<file path="config.mk">
export PLATFORM = sky130hd
export DESIGN_NAME = uart_cmd_bridge
export DESIGN_NICKNAME = d
export VERILOG_FILES = /design/src/uart_cmd_pkg.sv /design/src/uart_tx_frame.sv /design/src/uart_rx_frame.sv /design/src/cmd_fifo.sv /design/src/wb_cmd_port.sv /design/src/uart_cmd_engine.sv /design/src/uart_cmd_bridge.sv
export SDC_FILE = /design/constraint.sdc
export NUM_CORES = 1
export LEC_CHECK = 0
export BUFFER_PORTS_ARGS = -buffer_cell sky130_fd_sc_hd__buf_4
export CELL_PAD_IN_SITES_DETAIL_PLACEMENT = 0
export CELL_PAD_IN_SITES_GLOBAL_PLACEMENT = 1
export CORE_AREA = 5 5 168 170
export DETAILED_ROUTE_END_ITERATION = 10
export DIE_AREA = 0 0 173 175
export PLACE_DENSITY_LB_ADDON = 0.1
export SYNTH_ARGS = -nofsm -noshare
export SYNTH_HDL_FRONTEND = slang
export SYNTH_SLANG_ARGS = --single-unit
</file>
<file path="constraint.sdc">
create_clock -name clk -period 9.71 [get_ports clk]
set_input_delay 1.942 -clock clk [delete_from_list [all_inputs] [get_ports clk]]
set_output_delay 1.942 -clock clk [all_outputs]
set_load 0.01 [all_outputs]
</file>
<file path="src/uart_cmd_pkg.sv">
package uart_cmd_pkg;

  typedef logic [15:0] cmd_t;       // bit 15 write flag, 14:8 register address, 7:0 data.
  typedef logic [7:0]  uart_byte_t;
  typedef logic [1:0]  wb_adr_t;
  typedef logic [15:0] wb_data_t;

  localparam int BIT_CYCLES         = 434;
  localparam int GAP_CYCLES         = 100;
  localparam int REPLY_TIMEOUT_BITS = 32;
  localparam int FIFO_DEPTH         = 4;
  localparam int FRAME_BITS         = 11;  // start, 8 data, parity, stop.

  localparam int BIT_CNT_W      = $clog2(BIT_CYCLES);
  localparam int GAP_CNT_W      = $clog2(GAP_CYCLES);
  localparam int TIMEOUT_CYCLES = REPLY_TIMEOUT_BITS * BIT_CYCLES;
  localparam int TIMEOUT_CNT_W  = $clog2(TIMEOUT_CYCLES);
  localparam int FIFO_PTR_W     = $clog2(FIFO_DEPTH);
  localparam int FIFO_CNT_W     = $clog2(FIFO_DEPTH + 1);

  localparam int STATUS_REPLY_VALID = 0;
  localparam int STATUS_PARITY_ERR  = 1;
  localparam int STATUS_TIMEOUT     = 2;
  localparam int STATUS_BUSY        = 3;
  localparam int STATUS_FIFO_FULL   = 4;

  localparam wb_adr_t ADR_CMD   = 2'd0;  // command on write, status on read.
  localparam wb_adr_t ADR_REPLY = 2'd1;

  typedef struct packed {
    logic     cyc;
    logic     stb;
    logic     we;
    wb_adr_t  adr;
    wb_data_t dat;
  } wb_req_t;

  typedef struct packed {
    logic     ack;
    wb_data_t dat;
  } wb_rsp_t;

  // with done high the fields carry the outcome of a read.
  // With done low a set error field asks the port to clear that flag.
  typedef struct packed {
    logic       done;
    uart_byte_t data;
    logic       parity_err;
    logic       timeout;
  } read_result_t;

  typedef enum logic [2:0] {
    IDLE,
    SEND_HEAD,
    GAP,
    SEND_DATA,
    WAIT_REPLY,
    RECV_REPLY
  } engine_state_t;

endpackage

</file>
<file path="src/uart_tx_frame.sv">
module uart_tx_frame (
  input  logic                     clk,
  input  logic                     rst_n,
  input  logic                     start,
  input  uart_cmd_pkg::uart_byte_t data,
  output logic                     tx,
  output logic                     done
);

  logic                                  busy;
  logic [uart_cmd_pkg::FRAME_BITS-1:0]   frame;
  logic [3:0]                            bit_idx;
  logic [uart_cmd_pkg::BIT_CNT_W-1:0]    cnt;

  // the line is always the low end of the shift register, idle ones fill from the top.
  assign tx = frame[0];

  always_ff @(posedge clk or negedge rst_n)
  begin
    if (!rst_n)
    begin
      frame   <= '1;
      busy    <= 1'b0;
      done    <= 1'b0;
      cnt     <= '0;
      bit_idx <= '0;
    end
    else
    begin
      done <= 1'b0;
      if (!busy)
      begin
        if (start)
        begin
          busy    <= 1'b1;
          frame   <= {1'b1, ~^data, data, 1'b0};  // stop, odd parity, data, start.
          cnt     <= '0;
          bit_idx <= '0;
        end
      end
      else if (cnt == uart_cmd_pkg::BIT_CYCLES - 1)
      begin
        cnt   <= '0;
        frame <= {1'b1, frame[uart_cmd_pkg::FRAME_BITS-1:1]};
        if (bit_idx == uart_cmd_pkg::FRAME_BITS - 1)
        begin
          busy <= 1'b0;
          done <= 1'b1;
        end
        else
          bit_idx <= bit_idx + 1'b1;
      end
      else
        cnt <= cnt + 1'b1;
    end
  end

endmodule

</file>
<file path="src/uart_rx_frame.sv">
module uart_rx_frame (
  input  logic                     clk,
  input  logic                     rst_n,
  input  logic                     arm,
  input  logic                     rx,
  output logic                     started,
  output logic                     done,
  output uart_cmd_pkg::uart_byte_t data,
  output logic                     parity_err
);

  logic [2:0]                         sync;
  logic                               rx_s;
  logic                               fall;
  logic                               active;
  logic                               mid;
  logic                               parity_bit;
  logic [3:0]                         bit_idx;
  logic [uart_cmd_pkg::BIT_CNT_W-1:0] cnt;

  assign rx_s = sync[1];
  assign fall = sync[2] && !sync[1];
  assign mid  = active && (cnt == uart_cmd_pkg::BIT_CYCLES / 2 - 1);

  always_ff @(posedge clk or negedge rst_n)
  begin
    if (!rst_n)
    begin
      sync    <= '1;
      active  <= 1'b0;
      started <= 1'b0;
      done    <= 1'b0;
      cnt     <= '0;
      bit_idx <= '0;
    end
    else
    begin
      sync    <= {sync[1:0], rx};
      started <= 1'b0;
      done    <= 1'b0;
      if (!active)
      begin
        if (arm && fall)
        begin
          active  <= 1'b1;
          cnt     <= '0;
          bit_idx <= '0;
        end
      end
      else
      begin
        if (cnt == uart_cmd_pkg::BIT_CYCLES - 1)
        begin
          cnt     <= '0;
          bit_idx <= bit_idx + 1'b1;
        end
        else
          cnt <= cnt + 1'b1;
        if (mid && bit_idx == '0)
        begin
          if (rx_s)
            active <= 1'b0;  // a glitch, not a start bit.
          else
            started <= 1'b1;
        end
        if (mid && bit_idx == uart_cmd_pkg::FRAME_BITS - 1)
        begin
          active <= 1'b0;
          done   <= 1'b1;
        end
      end
    end
  end

  always_ff @(posedge clk)
  begin
    if (mid)
    begin
      if (bit_idx inside {[1:8]})
        data <= {rx_s, data[7:1]};  // LSB arrives first.
      if (bit_idx == 4'd9)
        parity_bit <= rx_s;
      if (bit_idx == uart_cmd_pkg::FRAME_BITS - 1)
        parity_err <= ~^{data, parity_bit};
    end
  end

endmodule

</file>
<file path="src/cmd_fifo.sv">
module cmd_fifo (
  input  logic               clk,
  input  logic               rst_n,
  input  logic               push,
  input  uart_cmd_pkg::cmd_t push_cmd,
  input  logic               pop,
  output uart_cmd_pkg::cmd_t head,
  output logic               full,
  output logic               empty
);

  uart_cmd_pkg::cmd_t                  mem [uart_cmd_pkg::FIFO_DEPTH];
  logic [uart_cmd_pkg::FIFO_PTR_W-1:0] wr_ptr;
  logic [uart_cmd_pkg::FIFO_PTR_W-1:0] rd_ptr;
  logic [uart_cmd_pkg::FIFO_CNT_W-1:0] count;
  logic                                wr_en;
  logic                                rd_en;

  assign wr_en = push && !full;
  assign rd_en = pop && !empty;

  always_ff @(posedge clk or negedge rst_n)
  begin
    if (!rst_n)
    begin
      wr_ptr <= '0;
      rd_ptr <= '0;
      count  <= '0;
    end
    else
    begin
      if (wr_en)
        wr_ptr <= (wr_ptr == uart_cmd_pkg::FIFO_DEPTH - 1) ? '0 : wr_ptr + 1'b1;
      if (rd_en)
        rd_ptr <= (rd_ptr == uart_cmd_pkg::FIFO_DEPTH - 1) ? '0 : rd_ptr + 1'b1;
      case ({wr_en, rd_en})
        2'b10:   count <= count + 1'b1;
        2'b01:   count <= count - 1'b1;
        default: count <= count;  // both or neither leave the fill level alone.
      endcase
    end
  end

  always_ff @(posedge clk)
  begin
    if (wr_en)
      mem[wr_ptr] <= push_cmd;
  end

  assign head  = mem[rd_ptr];
  assign full  = (count == uart_cmd_pkg::FIFO_DEPTH);
  assign empty = (count == '0);

endmodule

</file>
<file path="src/wb_cmd_port.sv">
module wb_cmd_port (
  input  logic                       clk,
  input  logic                       rst_n,
  input  uart_cmd_pkg::wb_req_t      wb_i,
  output uart_cmd_pkg::wb_rsp_t      wb_o,
  output logic                       push,
  output uart_cmd_pkg::cmd_t         push_cmd,
  input  logic                       full,
  input  logic                       busy,
  input  uart_cmd_pkg::read_result_t read_result
);

  logic                     req;
  logic                     cmd_wr;
  logic                     rd_reply;
  logic                     ack_d;
  logic                     ack_q;
  logic                     reply_valid;
  logic                     parity_flag;
  logic                     timeout_flag;
  uart_cmd_pkg::uart_byte_t reply;
  uart_cmd_pkg::wb_data_t   status;
  uart_cmd_pkg::wb_data_t   rd_dat;
  uart_cmd_pkg::wb_data_t   dat_q;

  assign req      = wb_i.cyc && wb_i.stb;
  assign cmd_wr   = req && wb_i.we && (wb_i.adr == uart_cmd_pkg::ADR_CMD);
  assign rd_reply = ack_d && !wb_i.we && (wb_i.adr == uart_cmd_pkg::ADR_REPLY);

  // a command write holds off its ack until the FIFO has room.
  assign ack_d = req && !ack_q && !(cmd_wr && full);

  always_comb
  begin
    status = '0;
    status[uart_cmd_pkg::STATUS_REPLY_VALID] = reply_valid;
    status[uart_cmd_pkg::STATUS_PARITY_ERR]  = parity_flag;
    status[uart_cmd_pkg::STATUS_TIMEOUT]     = timeout_flag;
    status[uart_cmd_pkg::STATUS_BUSY]        = busy;
    status[uart_cmd_pkg::STATUS_FIFO_FULL]   = full;
  end

  assign rd_dat = (wb_i.adr == uart_cmd_pkg::ADR_REPLY) ? {8'h00, reply} : status;

  always_ff @(posedge clk or negedge rst_n)
  begin
    if (!rst_n)
    begin
      ack_q <= 1'b0;
      push  <= 1'b0;
    end
    else
    begin
      ack_q <= ack_d;
      push  <= ack_d && cmd_wr;  // lands together with the ack.
    end
  end

  always_ff @(posedge clk)
  begin
    if (ack_d && cmd_wr)
      push_cmd <= wb_i.dat;
    if (ack_d && !wb_i.we)
      dat_q <= rd_dat;
    if (read_result.done && !read_result.timeout)
      reply <= read_result.data;  // a reply with bad parity is still stored.
  end

  always_ff @(posedge clk or negedge rst_n)
  begin
    if (!rst_n)
    begin
      reply_valid  <= 1'b0;
      parity_flag  <= 1'b0;
      timeout_flag <= 1'b0;
    end
    else
    begin
      if (rd_reply)
        reply_valid <= 1'b0;
      if (read_result.done)
      begin
        reply_valid  <= !read_result.parity_err && !read_result.timeout;
        parity_flag  <= read_result.parity_err;
        timeout_flag <= read_result.timeout;
      end
      else
      begin
        if (read_result.parity_err)
          parity_flag <= 1'b0;
        if (read_result.timeout)
          timeout_flag <= 1'b0;
      end
    end
  end

  assign wb_o.ack = ack_q;
  assign wb_o.dat = dat_q;

endmodule

</file>
<file path="src/uart_cmd_engine.sv">
module uart_cmd_engine (
  input  logic                       clk,
  input  logic                       rst_n,
  input  logic                       empty,
  input  uart_cmd_pkg::cmd_t         head,
  output logic                       pop,
  output logic                       busy,
  output uart_cmd_pkg::read_result_t read_result,
  output logic                       tx,
  input  logic                       rx
);

  uart_cmd_pkg::engine_state_t            state;
  uart_cmd_pkg::cmd_t                     cmd_q;
  uart_cmd_pkg::uart_byte_t               tx_byte;
  uart_cmd_pkg::uart_byte_t               rx_byte;
  logic                                   tx_start;
  logic                                   tx_done;
  logic                                   rx_arm;
  logic                                   rx_started;
  logic                                   rx_done;
  logic                                   rx_parity_err;
  logic [uart_cmd_pkg::GAP_CNT_W-1:0]     gap_cnt;
  logic [uart_cmd_pkg::TIMEOUT_CNT_W-1:0] wait_cnt;

  assign pop    = (state == uart_cmd_pkg::IDLE) && !empty;
  // stays high while the result pulse is on its way to the status flags.
  assign busy   = (state != uart_cmd_pkg::IDLE) || read_result.done;
  assign rx_arm = (state == uart_cmd_pkg::WAIT_REPLY);

  // header frame is {write flag, address}; the data byte follows only on writes.
  assign tx_byte = (state == uart_cmd_pkg::SEND_DATA) ? cmd_q[7:0] : cmd_q[15:8];

  always_ff @(posedge clk)
  begin
    if (pop)
      cmd_q <= head;
  end

  always_ff @(posedge clk or negedge rst_n)
  begin
    if (!rst_n)
    begin
      state       <= uart_cmd_pkg::IDLE;
      tx_start    <= 1'b0;
      read_result <= '0;
      gap_cnt     <= '0;
      wait_cnt    <= '0;
    end
    else
    begin
      tx_start    <= 1'b0;
      read_result <= '0;
      case (state)
        uart_cmd_pkg::IDLE:
        begin
          if (!empty)
          begin
            state    <= uart_cmd_pkg::SEND_HEAD;
            tx_start <= 1'b1;
            if (!head[15])
            begin
              read_result.parity_err <= 1'b1;  // clears both error flags.
              read_result.timeout    <= 1'b1;
            end
          end
        end
        uart_cmd_pkg::SEND_HEAD:
        begin
          gap_cnt  <= '0;
          wait_cnt <= '0;
          if (tx_done)
            state <= cmd_q[15] ? uart_cmd_pkg::GAP : uart_cmd_pkg::WAIT_REPLY;
        end
        uart_cmd_pkg::GAP:
        begin
          if (gap_cnt == uart_cmd_pkg::GAP_CYCLES - 1)
          begin
            state    <= uart_cmd_pkg::SEND_DATA;
            tx_start <= 1'b1;
          end
          else
            gap_cnt <= gap_cnt + 1'b1;
        end
        uart_cmd_pkg::SEND_DATA:
        begin
          if (tx_done)
            state <= uart_cmd_pkg::IDLE;
        end
        uart_cmd_pkg::WAIT_REPLY:
        begin
          if (rx_started)
            state <= uart_cmd_pkg::RECV_REPLY;
          else if (wait_cnt == uart_cmd_pkg::TIMEOUT_CYCLES - 1)
          begin
            state               <= uart_cmd_pkg::IDLE;
            read_result.done    <= 1'b1;
            read_result.timeout <= 1'b1;
          end
          else
            wait_cnt <= wait_cnt + 1'b1;
        end
        uart_cmd_pkg::RECV_REPLY:
        begin
          if (rx_done)
          begin
            state                  <= uart_cmd_pkg::IDLE;
            read_result.done       <= 1'b1;
            read_result.data       <= rx_byte;
            read_result.parity_err <= rx_parity_err;
          end
        end
        default: state <= uart_cmd_pkg::IDLE;
      endcase
    end
  end

  uart_tx_frame i_uart_tx_frame (
    .clk   (clk),
    .rst_n (rst_n),
    .start (tx_start),
    .data  (tx_byte),
    .tx    (tx),
    .done  (tx_done)
  );

  uart_rx_frame i_uart_rx_frame (
    .clk        (clk),
    .rst_n      (rst_n),
    .arm        (rx_arm),
    .rx         (rx),
    .started    (rx_started),
    .done       (rx_done),
    .data       (rx_byte),
    .parity_err (rx_parity_err)
  );

endmodule

</file>
<file path="src/uart_cmd_bridge.sv">
module uart_cmd_bridge (
  input  logic                  clk,
  input  logic                  rst_n,
  input  uart_cmd_pkg::wb_req_t wb_i,
  output uart_cmd_pkg::wb_rsp_t wb_o,
  output logic                  tx,
  input  logic                  rx
);

  logic                       push;
  logic                       pop;
  logic                       full;
  logic                       empty;
  logic                       busy;
  uart_cmd_pkg::cmd_t         push_cmd;
  uart_cmd_pkg::cmd_t         head;
  uart_cmd_pkg::read_result_t read_result;

  wb_cmd_port i_wb_cmd_port (
    .clk         (clk),
    .rst_n       (rst_n),
    .wb_i        (wb_i),
    .wb_o        (wb_o),
    .push        (push),
    .push_cmd    (push_cmd),
    .full        (full),
    .busy        (busy),
    .read_result (read_result)
  );

  cmd_fifo i_cmd_fifo (
    .clk      (clk),
    .rst_n    (rst_n),
    .push     (push),
    .push_cmd (push_cmd),
    .pop      (pop),
    .head     (head),
    .full     (full),
    .empty    (empty)
  );

  uart_cmd_engine i_uart_cmd_engine (
    .clk         (clk),
    .rst_n       (rst_n),
    .empty       (empty),
    .head        (head),
    .pop         (pop),
    .busy        (busy),
    .read_result (read_result),
    .tx          (tx),
    .rx          (rx)
  );

endmodule

</file>
==> results of run 1 <==
[final timing paths]
path	end	start	slack, ps	cells past startpoint
min	i_uart_cmd_engine.i_uart_rx_frame.sync[1]	i_uart_cmd_engine.i_uart_rx_frame.sync[0]	360	0
min in group asynchronous	i_uart_cmd_engine.i_uart_tx_frame.bit_idx[3]	rst_n	1320	1
max in group asynchronous	i_uart_cmd_engine.read_result[4]	rst_n	7160	2
max	tx	i_uart_cmd_engine.i_uart_tx_frame.frame[0]	6630	1
min reg2reg	i_uart_cmd_engine.i_uart_rx_frame.sync[1]	i_uart_cmd_engine.i_uart_rx_frame.sync[0]	360	0
max reg2reg	i_uart_cmd_engine.i_uart_tx_frame.bit_idx[1]	i_uart_cmd_engine.i_uart_tx_frame.busy	6950	4
[placed cells by master, fill, tap and decap left out, drive strengths merged, types with 8 or more instances in the layout]
cell type,n
a21oi,18
and2,14
and3,12
buf,38
clkbuf,29
clkinv,8
conb,8
dfrtp,79
dfstp,13
edfxtp,122
ha,19
inv,23
mux2,8
mux2i,12
mux4,16
nand2,54
nand3,15
nand4,12
nor2,54
nor2b,10
nor3,9
o21ai,51
xnor2,31
xor2,11
[power by group through the flow]
stage / Sequential [mW] / Combinational [mW] / Clock, mW
global placement: 1.10 / 0.229 / 0
global route: 1.09 / 0.262 / 0.988
CTS: 1.08 / 0.238 / 0.949
detailed placement: 1.10 / 0.238 / 0
floorplan: 1.07 / 0.194 / 0
finish: 1.08 / 0.230 / 0.918
[logic make-up (layout without fill, tap and decap cells)]
family	after synthesis	count (layout)	share of synthesized area (%)
flops	214	214	65.66
simple gates	214	214	12.50
compound gates	95	95	6.126
buf+inv	52	106	2.541
xor+xnor	42	42	4.038
mux	36	36	6.263
fa+ha+maj	20	20	2.829
other cells	1	8	0.04116
[sequential cells by signal, indices dropped and copies added (netlist names), 4 cells and up]
signal,cells
i_cmd_fifo.mem,64
i_uart_cmd_engine.cmd_q,16
i_wb_cmd_port.push_cmd,16
i_uart_cmd_engine.wait_cnt,14
i_uart_cmd_engine.read_result,11
i_uart_cmd_engine.i_uart_tx_frame.frame,10
i_uart_cmd_engine.i_uart_rx_frame.cnt,9
i_uart_cmd_engine.i_uart_tx_frame.cnt,9
i_uart_cmd_engine.i_uart_rx_frame.data,8
i_wb_cmd_port.dat_q,8
i_wb_cmd_port.reply,8
i_uart_cmd_engine.gap_cnt,7
i_uart_cmd_engine.i_uart_rx_frame.bit_idx,4
i_uart_cmd_engine.i_uart_tx_frame.bit_idx,4
[metrics by stage]
step	instance area (um^2)	setup slack, ps	power (mW)	utilization (%)
after CTS	10530	6593	2.271	39.62
after global routing	10530	6529	2.341	39.62
after detailed placement	9717	6124	1.339	36.56
final	10530	6627	2.231	39.62
after global placement	9717	6217	1.329	36.56
after floorplan	9136	5534	1.259	-
[routing by layer]
layer	GRT usage, %	part of all wire (%)	vias up
met5	0	0	-
met4	2.927	1.7	0
met3	1.990	3.3	22
met2	18.87	47	69
met1	15.50	48	2584
li1	-	-	2523
[layout make-up]
cell class,count,area (um^2),area share (%)
Multi-Input combinational cell,415,2940,27.92
Timing Repair Buffer,38,285.3,2.709
Inverter,22,82.58,0.7842
Tap cell,341,426.7,4.052
Sequential cell,214,5982,56.81
Clock inverter,17,172.7,1.640
Clock buffer,29,640.6,6.084
==> impl_metrics.csv, run 1 <==
group,metric,value,unit
outcome,status,"finished, final reports clean",
sta,post-route-period-util,31.75,%
clocking,cts_root_buf,"clkbuf_16",
layout,antennaDiodeCount,0,
placed_design,dp_hpwl,11.05,mm
clocking,clk_pin_slew,60,ps
power,p_per_area,211.9,mW/mm^2
sta,finalHoldViolCount,0,
synthesis,synth.avg_cell_area,13.52,um^2
synthesis,synthTopCellsByArea,"edfxtp_1 40%, dfrtp_1 22%, mux4_2 4.0%",
global_routing,track_usage,11.34,%
floorplan,io_pins,42,
power,power_frac_comb,10.3,%
clocking,cts_tree,"done",
power,p_switching,544.1,uW
global_routing,grt_first_pass_wirelength,28.50,mm
worst_setup_path,cp_slowest_stage_delay,530,ps
synthesis,synth_top_area_share,40.21,%
synthesis,synth.distinct_cells,55,
drt,drt_wl_total,17.09,mm
clocking,cts_setup_buffers,0,
sta,slew_headroom,20.79,%
sta,setup_viol,0,
sta,tns,0,ps
layout,instances_no_fill,1076,
clocking,ctsResizeCount,0,
power,p_int,1.687,mW
synthesis,yosys_register_bits,214,
power,power_leakage,3.974,nW
job,drv_cap,0,
sta,final.min_clock_period,3083,ps
synthesis,yosysTopAreaCell,"edfxtp_1",
synthesis,netlist_area,0.009110,mm^2
synthesis,synth_common_cells,"122 x edfxtp_1, 79 x dfrtp_1, 54 x nand2_1, 54 x nor2_1, 51 x o21ai_0",
drt,ant_nets,0,
global_routing,grt_start_max_net_pins,71,
floorplan,die_h,175,um
drt,drcViolationCount,0,
worst_setup_path,endpoint_kind,"output port",
synthesis,synth_most_common_cell,"edfxtp_1",
floorplan,core,0.02658,mm^2
clocking,holdBufCountCts,0,
clocking,clk_latency,510,ps
sta,drv_slew,0,
power,irDropWorstVdd,118.5,uV
worst_setup_path,path_max_fanout,2,
worst_setup_path,cp_num_buf_inv,1,
clocking,cts-htree-levels,1,
synthesis,ys_seq_area_share,65.66,%
worst_setup_path,crit_family,"flip-flops",
drt,dr_total_vias,5198,
hold_path,hp-class,"flop to flop",
power,p_sw_share,24.38,%
global_routing,antenna_found_initial,0,
placed_design,dp_cells,1030,
synthesis,syn-instance-count,674,
synthesis,synthFlopType,"edfxtp_1",
floorplan,die-area,0.03028,mm^2
placed_design,gp_congestion,0.7324,
worst_setup_path,path_class,"flop to output port",
synthesis,synth_edf_count,122,
drt,wl_per_cell,15.89,um
worst_setup_path,worstPathCellList,"buf_4",
drt,firstDrtPassIters,4,
clocking,cts_made_buffers,25,
sta,holdWs,359.2,ps
power,pwr-share-clk,41.1,%
floorplan,die_w,173,um
global_routing,grt_overflow,0,
worst_setup_path,cp.required,7770,ps
worst_setup_path,crit_arrival,1140,ps
worst_setup_path,start_kind,"flop",
clocking,cts_buffer_depth,3,
layout,area_growth,15.59,%
sta,max_clock_freq,324.4,MHz
sta,rsz0062_at_grt,"false",
sta,skew,7.556,ps
power,seq_power_share,48.5,%
global_routing,grt_pass1_vias,5441,
layout,fillers,2501,
layout,drive_above_1_share,16.73,%
worst_setup_path,slowest_stage,"dfstp_2",
sta,worst_slew_pin_slew,1179,ps
synthesis,async_flop_share,42.99,%
clocking,numClockSinks,214,
floorplan,initial_utilization,34.28,%
drt,drt_iter0_markers,265,
placed_design,port_buffers,33,
layout,final_nets,760,
floorplan,fp-row-count,60,
drt,vias_per_cell,4.831,
synthesis,ys.warnings.count,0,
Power figures use the tool's default switching activity.
==> inputs of run 2 (changes only) <==
==> constraint.sdc (replaced) <==
create_clock -name clk -period 3.03 [get_ports clk]
set_input_delay 0.606 -clock clk [delete_from_list [all_inputs] [get_ports clk]]
set_output_delay 0.606 -clock clk [all_outputs]
set_load 0.01 [all_outputs]
==> impl_metrics.csv, run 2 (synthesized netlist as in run 1, its figures left out) <==
group,metric,value,unit
clocking,clk_latency,510,ps
sta,final.min_clock_period,2219,ps
worst_setup_path,worstPathCellList,"or4b_1 > nor4_4 > nor2_1 > a21oi_1 > o22ai_1",
placed_design,gp_congestion,0.7438,
power,p_switching,1.740,mW
floorplan,die-area,0.03028,mm^2
layout,fillers,2558,
worst_setup_path,crit_arrival,2600,ps
drt,vias_per_cell,4.813,
worst_setup_path,slowest_stage,"nor4_4",
drt,dr_total_vias,5246,
floorplan,die_h,175,um
layout,largest_register_ff_count,64,
clocking,cts_tree,"done",
worst_setup_path,cp_slowest_stage_delay,630,ps
global_routing,grt_start_max_net_pins,46,
clocking,holdBufCountCts,0,
clocking,ctsResizeCount,0,
job,drv_cap,0,
floorplan,core,0.02658,mm^2
worst_setup_path,startpoint,"i_uart_cmd_engine.wait_cnt[11]",
clocking,cts_made_buffers,25,
layout,drive_above_1_share,18.29,%
layout,antennaDiodeCount,0,
outcome,status,"finished, final reports clean",
sta,rsz0062_at_grt,"false",
worst_setup_path,endpoint_kind,"flop",
global_routing,grt_overflow,0,
floorplan,fp-row-count,60,
power,power_frac_comb,10.8,%
floorplan,io_pins,42,
drt,ant_nets,0,
sta,post-route-period-util,73.24,%
worst_setup_path,r2r_start,"i_uart_cmd_engine.wait_cnt[11]",
worst_setup_path,crit_family,"simple AND/OR/NAND/NOR gates",
placed_design,dp_hpwl,11.25,mm
placed_design,preCtsSetupSlack,817.3,ps
sta,skew,7.533,ps
power,seq_power_share,47.8,%
floorplan,die_w,173,um
layout,final_nets,775,
global_routing,track_usage,11.58,%
global_routing,grt_pass1_vias,5593,
clocking,cts_root_buf,"clkbuf_16",
power,power_leakage,4.077,nW
clocking,numClockSinks,214,
sta,worst_slew_pin_slew,816.0,ps
worst_setup_path,path_class,"flop to flop",
layout,mostFrequentLayoutCell,"edfxtp_1",
clocking,cts_buffer_depth,3,
sta,finalHoldViolCount,0,
sta,setup_viol,0,
power,p_sw_share,24.00,%
hold_path,hp-class,"primary input to asynchronous set/reset pin",
drt,drt_iter0_markers,239,
worst_setup_path,path_max_fanout,8,
global_routing,grt_first_pass_wirelength,29.28,mm
power,irDropWorstVdd,375.6,uV
placed_design,port_buffers,33,
drt,wl_per_cell,15.68,um
power,p_per_area,679.6,mW/mm^2
sta,slew_headroom,45.60,%
global_routing,antenna_found_initial,0,
layout,reg_top3,"i_cmd_fifo.mem x64, i_uart_cmd_engine.cmd_q x16, i_wb_cmd_port.push_cmd x16",
floorplan,initial_utilization,34.28,%
sta,tns,0,ps
power,pwr-share-clk,41.4,%
layout,area_growth,17.13,%
clocking,clk_pin_slew,60,ps
drt,drt_wl_total,17.09,mm
sta,max_clock_freq,450.6,MHz
clocking,cts_setup_buffers,0,
sta,drv_slew,0,
worst_setup_path,cp_num_buf_inv,0,
worst_setup_path,start_kind,"flop",
sta,worst_slack,810.8,ps
worst_setup_path,cp.required,3410,ps
drt,drcViolationCount,0,
drt,firstDrtPassIters,6,
layout,largest_register,"i_cmd_fifo.mem",
power,p_int,5.511,mW
layout,layout_common_cells,"122 x edfxtp_1, 79 x dfrtp_1, 54 x nor2_1, 54 x nand2_1, 52 x buf_4",
clocking,cts-htree-levels,1,
## run 2: path summary, 6_finish.rpt
check / end / cells past startpoint / slack [ps]
worst max-delay path: i_uart_cmd_engine.state[2] / 5 / 810
worst min register to register: i_uart_cmd_engine.i_uart_rx_frame.sync[1] / 0 / 350
worst max register to register: i_uart_cmd_engine.state[2] / 5 / 810
max in group asynchronous: i_uart_cmd_engine.i_uart_rx_frame.sync[2] / 2 / 2130
min in group clk: i_uart_cmd_engine.i_uart_rx_frame.sync[0] / 1 / 210
worst min-delay path: i_uart_cmd_engine.i_uart_tx_frame.cnt[5] / 1 / 110
## run 2: layout make-up
cell class / instances / area [um^2] / share of cell area (%)
Multi-Input combinational cell: 415 / 2944 / 27.59
Clock inverter: 17 / 187.7 / 1.759
Clock buffer: 28 / 636.9 / 5.969
Tap cell: 341 / 426.7 / 3.999
Inverter: 22 / 82.58 / 0.7739
Sequential cell: 214 / 5982 / 56.06
Timing Repair Buffer: 53 / 410.4 / 3.846
## run 2: stage by stage
step                      hold WS (ps)  power (mW)  cells  area [um^2]  utilization [%]
after floorplan                  310.4       4.039    681         9151                -
after global placement           347.1       4.300   1045         9846            37.05
after detailed placement         347.0       4.328   1045         9846            37.05
after CTS                        131.8       7.395   1090        10670            40.15
after global routing             152.8       7.643   1090        10670            40.15
final                            114.5       7.251   1090        10670            40.15
## run 2: power by group through the flow
| stage | Combinational [mW] | Clock, mW | Sequential [mW] |
|---|---|---|---|
| 3_5_place_dp | 0.793 | 0 | 3.53 |
| 3_3_place_gp | 0.773 | 0 | 3.53 |
| 4_1_cts | 0.799 | 3.12 | 3.48 |
| 6_report | 0.780 | 3.00 | 3.47 |
| 2_1_floorplan | 0.625 | 0 | 3.41 |
| 5_1_grt | 0.894 | 3.24 | 3.51 |
## run 2: routing by layer
layer  track usage, %  part of all wire [%]  vias to the layer above
li1                 -                     -                     2554
met1            16.53                    49                     2595
met2            18.18                    46                       71
met3            2.466                   4.2                       26
met4            2.827                   1.6                        0
met5                0                     0                        -
==> inputs of run 3 (changes only) <==
==> constraint.sdc (replaced) <==
create_clock -name clk -period 2 [get_ports clk]
set_input_delay 0.4 -clock clk [delete_from_list [all_inputs] [get_ports clk]]
set_output_delay 0.4 -clock clk [all_outputs]
set_load 0.01 [all_outputs]
==> impl_metrics.csv, run 3 (synthesized netlist as in run 1, its figures left out) <==
group,metric,value,unit
outcome,status,"finished, final reports clean",
power,pwr-share-clk,40.1,%
placed_design,gp_congestion,0.7550,
global_routing,grt_first_pass_wirelength,29.72,mm
layout,final_nets,798,
drt,drcViolationCount,0,
floorplan,io_pins,42,
clocking,cts-htree-levels,1,
sta,worst_slew_pin_slew,656.1,ps
worst_setup_path,cp.required,2400,ps
power,power_frac_comb,12.7,%
floorplan,die-area,0.03028,mm^2
drt,drt_wl_total,17.64,mm
clocking,cts_tree,"done",
sta,tns,0,ps
layout,reg_top3,"i_cmd_fifo.mem x64, i_uart_cmd_engine.cmd_q x16, i_wb_cmd_port.push_cmd x16",
drt,dr_total_vias,5319,
placed_design,preCtsSetupSlack,6.904,ps
power,power_leakage,4.193,nW
sta,slew_headroom,56.10,%
worst_setup_path,path_max_fanout,4,
layout,fillers,2517,
global_routing,antenna_found_initial,0,
global_routing,track_usage,11.89,%
worst_setup_path,crit_family,"simple AND/OR/NAND/NOR gates",
sta,max_clock_freq,505.3,MHz
drt,vias_per_cell,4.779,
worst_setup_path,start_kind,"flop",
power,p_per_area,1009,mW/mm^2
power,seq_power_share,47.1,%
power,p_switching,2.676,mW
layout,antennaDiodeCount,0,
global_routing,grt_start_max_net_pins,45,
sta,setup_viol,0,
global_routing,grt_overflow,0,
clocking,cts_root_buf,"clkbuf_16",
power,p_int,8.338,mW
layout,largest_register,"i_cmd_fifo.mem",
drt,drt_iter0_markers,309,
layout,area_growth,19.82,%
worst_setup_path,cp_slowest_stage_delay,560,ps
layout,largest_register_ff_count,64,
layout,drive_above_1_share,22.41,%
drt,wl_per_cell,15.85,um
global_routing,grt_pass1_vias,5607,
floorplan,die_h,175,um
power,power,11.01,mW
floorplan,die_w,173,um
sta,drv_slew,0,
worst_setup_path,endpoint_kind,"flop",
sta,skew,17.68,ps
floorplan,initial_utilization,34.28,%
worst_setup_path,slowest_stage,"or4_4",
layout,mostFrequentLayoutCell,"edfxtp_1",
clocking,clk_pin_slew,50,ps
job,drv_cap,0,
clocking,cts_buffer_depth,3,
sta,post-route-period-util,98.94,%
clocking,clk_latency,530,ps
power,irDropWorstVdd,606.5,uV
drt,ant_nets,0,
sta,final.min_clock_period,1979,ps
hold_path,hp-class,"primary input to flop",
worst_setup_path,cp_num_buf_inv,0,
floorplan,core,0.02658,mm^2
worst_setup_path,crit_arrival,2380,ps
worst_setup_path,worstPathCellList,"or4b_4 > or4_4 > nor3b_2 > xnor2_1 > nor2_1",
sta,rsz0062_at_grt,"true",
clocking,numClockSinks,214,
placed_design,dp_hpwl,11.75,mm
placed_design,port_buffers,33,
sta,finalHoldViolCount,0,
floorplan,fp-row-count,60,
worst_setup_path,path_class,"flop to flop",
layout,layout_common_cells,"122 x edfxtp_1, 78 x dfrtp_1, 71 x buf_4, 54 x nand2_1, 52 x nor2_1",
drt,firstDrtPassIters,4,
clocking,cts_made_buffers,25,
power,p_sw_share,24.29,%
sta,worst_slack,21.12,ps
-- run 3: changes by cell type in the layout (fill, tap and decap cells not counted), sizes merged --
| cell | previous run | this run |
|---|---|---|
| inv | 24 | 23 |
| buf | 53 | 74 |
| dlygate4sd3 | 0 | 2 |
| bufinv | 4 | 3 |
| clkbuf | 28 | 31 |
| clkinvlp | 1 | 0 |
-- run 3: metal layers --
metal / global-route usage [%] / vias up / wire length (um)
li1: - / 2595 / -
met1: 16.80 / 2623 / 8594
met2: 18.90 / 73 / 8081
met3: 2.185 / 28 / 618
met4: 3.425 / 0 / 347
met5: 0 / - / 0
-- run 3: path summary, 6_finish.rpt --
| check | end | depth (start not counted) | slack, ps | start |
|---|---|---|---|---|
| max in group asynchronous | i_uart_cmd_engine.wait_cnt[3] | 3 | 980 | rst_n |
| worst max register to register | i_uart_cmd_engine.wait_cnt[7] | 5 | 20 | i_uart_cmd_engine.state[0] |
| min in group asynchronous | i_uart_cmd_engine.i_uart_tx_frame.bit_idx[0] | 2 | 320 | rst_n |
| worst max-delay path | i_uart_cmd_engine.wait_cnt[7] | 5 | 20 | i_uart_cmd_engine.state[0] |
| worst min register to register | i_uart_cmd_engine.i_uart_rx_frame.sync[1] | 0 | 360 | i_uart_cmd_engine.i_uart_rx_frame.sync[0] |
| worst min-delay path | i_wb_cmd_port.push_cmd[7] | 1 | 50 | wb_i[7] |
-- run 3: stage by stage --
step           area [um^2]  utilization (%)  std cells  hold WS, ps
2_1_floorplan         9185                -        681        104.4
3_3_place_gp         10000            37.65       1064        320.2
3_5_place_dp         10000            37.65       1064        333.2
4_1_cts              10840            40.78       1112        11.10
5_1_grt              10920            41.07       1113        16.30
6_report             10920            41.07       1113        46.39
-- run 3: area by class of cell --
type	count	area (um^2)	share of cell area, %
Timing Repair Buffer	76	595.6	5.456
Sequential cell	214	5983	54.81
Inverter	22	82.58	0.7565
Multi-Input combinational cell	415	3027	27.73
Clock inverter	14	152.6	1.398
Clock buffer	31	648.1	5.938
Tap cell	341	426.7	3.909
-- run 3: timing repair --
item / in CTS / in global routing
setup endpoints to repair: 1 / 61
hold endpoints to repair: 13 / 0
resized for setup: 2 / 19
buffers inserted: 2 / 1
pin swaps: 7 / 9
hold buffers: 2 / 0
-- run 3: power by group through the flow --
stage | Clock (mW) | Sequential, mW | Combinational [mW]
2_1_floorplan | 0 | 5.17 | 0.955
3_3_place_gp | 0 | 5.25 | 1.33
3_5_place_dp | 0 | 5.27 | 1.37
4_1_cts | 4.60 | 5.18 | 1.41
5_1_grt | 4.79 | 5.23 | 1.59
6_report | 4.42 | 5.19 | 1.40
